--- src/hdl/isa_pkg.sv ---
/*
 * Instruction set definitions for the integer execution cluster.
 * Holds the opcode and function codes of the supported Alpha integer subset
 * and the instruction-word union with its operate and memory views.
 */
`default_nettype none

package isa_pkg;

	// Major opcodes
	localparam logic [5:0] INTA_GRP = 6'h10;	// Integer arithmetic group
	localparam logic [5:0] INTL_GRP = 6'h11;	// Logical group
	localparam logic [5:0] INTS_GRP = 6'h12;	// Shift group
	localparam logic [5:0] LDA_INST = 6'h08;	// Memory format, address only

	// INTA function codes
	localparam logic [6:0] ADDQ   = 7'h20;
	localparam logic [6:0] SUBQ   = 7'h29;
	localparam logic [6:0] CMPEQ  = 7'h2d;
	localparam logic [6:0] CMPULT = 7'h1d;
	localparam logic [6:0] CMPULE = 7'h3d;
	localparam logic [6:0] CMPLT  = 7'h4d;
	localparam logic [6:0] CMPLE  = 7'h6d;

	// INTL function codes
	localparam logic [6:0] AND    = 7'h00;
	localparam logic [6:0] BIC    = 7'h08;
	localparam logic [6:0] BIS    = 7'h20;
	localparam logic [6:0] ORNOT  = 7'h28;
	localparam logic [6:0] XOR    = 7'h40;
	localparam logic [6:0] EQV    = 7'h48;

	// INTS function codes
	localparam logic [6:0] SRL    = 7'h34;
	localparam logic [6:0] SLL    = 7'h39;
	localparam logic [6:0] SRA    = 7'h3c;

	// Operate format. With is_lit set, rb and sbz together form the 8-bit literal
	typedef struct packed {
		logic [5:0] opcode;
		logic [4:0] ra;
		logic [4:0] rb;
		logic [2:0] sbz;
		logic       is_lit;
		logic [6:0] func;
		logic [4:0] rc;
	} op_fmt_s;

	// Memory format
	typedef struct packed {
		logic [5:0]  opcode;
		logic [4:0]  ra;
		logic [4:0]  rb;
		logic [15:0] disp;
	} mem_fmt_s;

	// One instruction word, read through whichever format the opcode selects
	typedef union packed {
		op_fmt_s  op;
		mem_fmt_s mem;
	} alpha_inst_u;

endpackage

`default_nettype wire

--- src/hdl/core_pkg.sv ---
/*
 * Out-of-order core widths and the packets that move through the
 * integer execution cluster: issue, per-unit result, CDB and
 * branch recovery.
 */
`default_nettype none

package core_pkg;

	localparam int PRF_IDX_W = 6;	// Physical register tag
	localparam int ROB_IDX_W = 5;	// ROB index, one extra wrap bit carried
	localparam int BR_MASK_W = 4;	// One bit per unresolved branch
	localparam int XLEN      = 64;

	// Issue source to ALU
	typedef struct packed {
		logic                    valid;
		logic [XLEN-1:0]         opa;
		logic [XLEN-1:0]         opb;
		isa_pkg::alpha_inst_u    inst;
		logic [PRF_IDX_W-1:0]    dest_tag;
		logic [ROB_IDX_W:0]      rob_idx;
		logic [BR_MASK_W-1:0]    br_mask;
	} issue_pkt_s;

	// ALU result stage and result queue entries
	typedef struct packed {
		logic                    valid;
		logic                    squashed;	// Killed by recovery, still owns a credit
		logic [XLEN-1:0]         result;
		logic [PRF_IDX_W-1:0]    dest_tag;
		logic [ROB_IDX_W:0]      rob_idx;
		logic [BR_MASK_W-1:0]    br_mask;
	} exec_pkt_s;

	// Common data bus beat
	typedef struct packed {
		logic                    valid;
		logic [XLEN-1:0]         result;
		logic [PRF_IDX_W-1:0]    dest_tag;
		logic [ROB_IDX_W:0]      rob_idx;
	} cdb_pkt_s;

	// Branch resolution from the ROB
	typedef struct packed {
		logic                    recovery;	// Mispredict, squash dependents
		logic                    pred_correct;	// Clear the resolved bit instead
		logic [BR_MASK_W-1:0]    tag_fix;
	} br_recov_s;

endpackage

`default_nettype wire

--- src/hdl/fu_result_queue.sv ---
/*
 * Result FIFO behind one functional unit. Holds results in issue order,
 * requests the CDB for a live head, drops squashed heads on its own and
 * returns one issue credit per popped entry.
 */
`timescale 1ns/1ns
`default_nettype none

module fu_result_queue #(
	parameter int QUEUE_DEPTH = 2
) (
	input  logic                clk,
	input  logic                rst,
	input  core_pkg::exec_pkt_s exec_i,
	input  core_pkg::br_recov_s recov_i,
	output logic                req_o,
	input  logic                grant_i,
	output core_pkg::exec_pkt_s head_o,
	output logic                credit_o
);

	localparam int PTR_W = (QUEUE_DEPTH > 1) ? $clog2(QUEUE_DEPTH) : 1;

	logic [QUEUE_DEPTH-1:0]         vld_q;
	logic [QUEUE_DEPTH-1:0]         sq_q;
	logic [core_pkg::BR_MASK_W-1:0] mask_q [QUEUE_DEPTH];
	logic [core_pkg::XLEN-1:0]      result_q [QUEUE_DEPTH];
	logic [core_pkg::PRF_IDX_W-1:0] dest_q [QUEUE_DEPTH];
	logic [core_pkg::ROB_IDX_W:0]   rob_q [QUEUE_DEPTH];
	logic [PTR_W-1:0]               rd_ptr;
	logic [PTR_W-1:0]               wr_ptr;
	logic                           credit_q;
	logic                           head_hit;
	logic                           head_sq;
	logic                           pop;

	function automatic logic [PTR_W-1:0] ptr_inc(input logic [PTR_W-1:0] p);
		if (p == PTR_W'(QUEUE_DEPTH - 1)) begin
			return '0;
		end
		return p + 1'b1;
	endfunction

	// A recovery this cycle already blocks the head from the bus
	assign head_hit = recov_i.recovery && |(mask_q[rd_ptr] & recov_i.tag_fix);
	assign head_sq  = sq_q[rd_ptr] | head_hit;

	assign req_o    = vld_q[rd_ptr] & ~head_sq;
	assign pop      = vld_q[rd_ptr] & (grant_i | head_sq);	// Squashed heads need no grant
	assign credit_o = credit_q;

	always_comb begin
		head_o.valid    = vld_q[rd_ptr];
		head_o.squashed = head_sq;
		head_o.result   = result_q[rd_ptr];
		head_o.dest_tag = dest_q[rd_ptr];
		head_o.rob_idx  = rob_q[rd_ptr];
		head_o.br_mask  = recov_i.pred_correct ? (mask_q[rd_ptr] & ~recov_i.tag_fix) :
			mask_q[rd_ptr];
	end

	always_ff @(posedge clk) begin
		if (rst) begin
			vld_q    <= '0;
			rd_ptr   <= '0;
			wr_ptr   <= '0;
			credit_q <= 1'b0;
		end else begin
			credit_q <= pop;
			if (pop) begin
				vld_q[rd_ptr] <= 1'b0;
				rd_ptr        <= ptr_inc(rd_ptr);
			end
			if (exec_i.valid) begin
				vld_q[wr_ptr] <= 1'b1;	// Every packet is accepted
				wr_ptr        <= ptr_inc(wr_ptr);
			end
		end
	end

	// Stored entries follow branch resolution in place
	always_ff @(posedge clk) begin
		for (int i = 0; i < QUEUE_DEPTH; i++) begin
			if (recov_i.recovery && |(mask_q[i] & recov_i.tag_fix)) begin
				sq_q[i] <= 1'b1;
			end
			if (recov_i.pred_correct) begin
				mask_q[i] <= mask_q[i] & ~recov_i.tag_fix;
			end
		end
		if (exec_i.valid) begin
			sq_q[wr_ptr]     <= exec_i.squashed;	// Already updated by the ALU
			mask_q[wr_ptr]   <= exec_i.br_mask;
			result_q[wr_ptr] <= exec_i.result;
			dest_q[wr_ptr]   <= exec_i.dest_tag;
			rob_q[wr_ptr]    <= exec_i.rob_idx;
		end
	end

endmodule

`default_nettype wire

--- config.mk ---
export PLATFORM = sky130hd
export DESIGN_NAME = fu_result_queue
export DESIGN_NICKNAME = d
export VERILOG_FILES = /design/src/hdl/isa_pkg.sv /design/src/hdl/core_pkg.sv /design/src/hdl/fu_result_queue.sv
export SDC_FILE = /design/constraint.sdc
export NUM_CORES = 1
export LEC_CHECK = 0
export ABC_AREA = 1
export BUFFER_PORTS_ARGS = -buffer_cell sky130_fd_sc_hd__buf_2
export CAP_MARGIN = 20
export CORE_ASPECT_RATIO = 0.7
export CORE_UTILIZATION = 40
export DETAILED_ROUTE_END_ITERATION = 10
export PLACE_DENSITY = 0.66
export SLEW_MARGIN = 5
export SYNTH_ARGS = -nofsm -noshare
export SYNTH_HDL_FRONTEND = slang
export SYNTH_SLANG_ARGS = --single-unit
export TNS_END_PERCENT = 100
--- constraint.sdc ---
create_clock -name clk -period 5.08 [get_ports clk]
set_input_delay 0.762 -clock clk [delete_from_list [all_inputs] [get_ports clk]]
set_output_delay 0.762 -clock clk [all_outputs]
set_load 0.02 [all_outputs]
==> metrics.md <==
| Metric | Value |
|---|---|
| CP Max Fanout | 80 |
| H-tree Lvls | 4 |
| Clock tree buffer depth | 2 |
| Crit path DAT | 2.37 ns |
| Critical path's largest stage delay | 0.66 ns |
| Initial DRC count | 292 |
| CTS root buffer | clkbuf_16 |
| Status | finished, violations left |
| Async S/R FF share, synth | 0% |
| Die Area | 0.01642 mm2 |
| CTS tree | done |
| NumNets Final | 782 |
| Register area share after synthesis | 78.05% |
| Synth top area share | 75.53% |
| Area after DPL | 0.007426 mm2 |
| M1 WL | 5674 um |
| Number of enable flip-flop cells after synthesis | 160 |
| ANT cells | 0 |
| Design area | 0.008014 mm2 |
| Setup Total Neg Slack | 0 ns |
| Rel. slew slack | 29.31% |
| Setup slack at placement | 2.273 ns |
| Yosys top cell by area | edfxtp_1 |
| Synth Area in Simple Gates | 16.66% |
| WP data required | 4.32 ns |
| Fin crit share | 61.66% |
| Compound-Gate Fraction of Synth Area | 2.183% |
| Vias post-DR | 4191 |
| Finished Core Util | 51.70% |
| Synth Flop Type | edfxtp_1 |
| Largest net degree at the start of global routing | 81 |
| DR WL/cell | 14.36 um |
| Critical-path top delay cell | buf_4 |
| Post-synthesis adder-cell area fraction | 0% |
| Routability congestion estimate | 0.8588 |
| Area of the core | 0.01550 mm2 |
| Critical path class | reg -> out |
| Chip Width | 152.7 um |
| Slew @ Worst Pin | 1.060 ns |
| Pre-Repair DR Iteration Count | 8 |
| First-pass GRT wire length | 20170 um |
| HPWL Detailed | 8349 um |
| Critical Path Sink Type | output port |
| Die height | 107.5 um |
| Area contributors post-synth | edfxtp_1, nand2_1, dfxtp_1, inv_1, nand3_1 |
| Clk pin slew, worst setup/hold paths | 0.06 ns |
| Failing checks | design-rule violations |
| Routed Antenna Nets | 0 |
| Syn Nets | 606 |
| Seq cells post-synth | 168 |
| Most frequent cells after synthesis | nand2_1, edfxtp_1, inv_1 |
| P_leak | 3.480 nW |
| Port buffer count | 174 |
| CTS buffer count | 17 |
| CP Launch Type | register |
| Clk sinks | 168 |
| Count leader, synth | nand2_1 |
| Setup Viol. Count Final | 0 |
| Drt total wl | 12990 um |
| Max-cap violation count | 0 |
| Highest layer used for signal routing | met5 |
| Fraction of layout cells with a size suffix above 1 | 30.11% |
| Post-synthesis cell type count | 20 |
| Worst path bufs/invs | 2 |
| RSZ-0062 raised after global routing | false |
| Largest family of logic cells by synthesized area | simple AND/OR/NAND/NOR gates |
| Wire length on met2 | 6179 um |
| Initial Util | 41.04% |
| Worst Clk Skew | 0.008115 ns |
| Max VDD drop | 0.2314 mV |
| Hold Crit Class | reg -> reg |
| Total track usage | 16.48% |
| Post-synthesis cell area | 0.006361 mm2 |
| Post-CTS setup buffers | 0 |
| Syn avg cell area | 12.35 um2 |
| Hold Fails Final Rpt | 0 |
| Most frequent cell on the critical path | nand2_1 |
| Final worst slack | 1.948 ns |
| CTS Hold Bufs | 0 |
| Drc violations | 9 |
| Fin crit period | 3.132 ns |
| Mapped Cells | 515 |
| Total congestion overflow | 0 |
| Vias per inst | 4.636 |
| Slew Limit Fails | 0 |
| Post-CTS Resized | 0 |
| Pwr dens | 417.0 mW/mm2 |
| Mux share of post-synthesis cell area | 0.1574% |
| Met3 wire length | 842 um |
| Critical path cell sequence | buf_4 -> nand2_1 -> nand3_1 -> nand2_1 -> o21ai_2 -> nand2_1 -> nor2_1 -> buf_2 |
| Fmax | 319.3 MHz |
| Crit path max-delay family | buffers and inverters |
| Area delta synth->final | 25.98% |
| Worst skew pair latency | 0.42 ns |
| Post-Synth XOR/XNOR Area | 0% |
| Vias in the first global route | 4020 |
| Cell Rows | 38 |
| Initial antenna violation count | 1 |
| Yosys warns | 0 |
| IO Count | 175 |
-- power by group --
group / internal [mW] / switching [mW] / leakage, nW
clock network: 0.773 / 0.500 / 0.275
logic: 0.132 / 0.307 / 1.63
registers: 1.61 / 0.0222 / 1.58
-- path summary, 6_finish.rpt --
kind | slack, ns | start | end | cells after the start
max | 1.95 | register | req_o | 8
min | 0.47 | vld_q[1] | vld_q[1] | 2
max reg2reg | 2.84 | wr_ptr | result_q[1][22] | 3
min reg2reg | 0.47 | vld_q[1] | vld_q[1] | 2
-- cell usage in the layout (no fill, tap or decap), drive strengths merged --
| master | instances |
|---|---|
| a21oi | 11 |
| buf | 177 |
| bufinv | 3 |
| clkbuf | 21 |
| clkinv | 6 |
| clkinvlp | 3 |
| dfxtp | 8 |
| edfxtp | 160 |
| inv | 24 |
| mux2i | 1 |
| nand2 | 253 |
| nand3 | 13 |
| nor2 | 8 |
| nor3 | 1 |
| o21ai | 11 |
| o22ai | 4 |
-- worst register-to-register path, delay by kind of cell (launching register included) --
kind,cells,cell delay (ns)
and+or+nand+nor,1,0.29
buffers and inverters,2,1.19
DFF,1,0.39
-- sequential cells by signal, indices dropped and copies added, names as in the netlist, named ones only --
name	cells
result_q	128
dest_q	12
rob_q	12
mask_q	8
sq_q	2
vld_q	2
credit_o	1
rd_ptr	1
wr_ptr	1
-- kinds of logic after synthesis --
kind of cell	count (synthesis)
flops	168
mux	1
buf+inv	45
simple gates	275
compound gates	26
-- final cells by class --
type / instances / area, um2
Tap cell: 200 / 250.2
Fill cell: 1339 / 7486
Multi-Input combinational cell: 302 / 1216
Sequential cell: 168 / 4966
Clock buffer: 21 / 440.4
Inverter: 25 / 100.1
Clock inverter: 11 / 147.6
Timing Repair Buffer: 177 / 893.4
-- per-stage QoR --
stage | total power [mW] | std cells | hold WS, ns
after global routing | 3.477 | 904 | 0.4970
final | 3.342 | 904 | 0.4747
after CTS | 3.378 | 904 | 0.4703
after floorplan | 1.930 | 515 | 0.4329
after detailed placement | 2.104 | 872 | 0.4607
after global placement | 2.092 | 872 | 0.4529
-- per-layer routing --
layer	global-route usage [%]	vias to the layer above
met2	26.77	156
met1	19.90	1930
met4	8.153	2
li1	-	2080
met3	5.435	23
met5	0	-
Power figures use the tool's default switching activity.
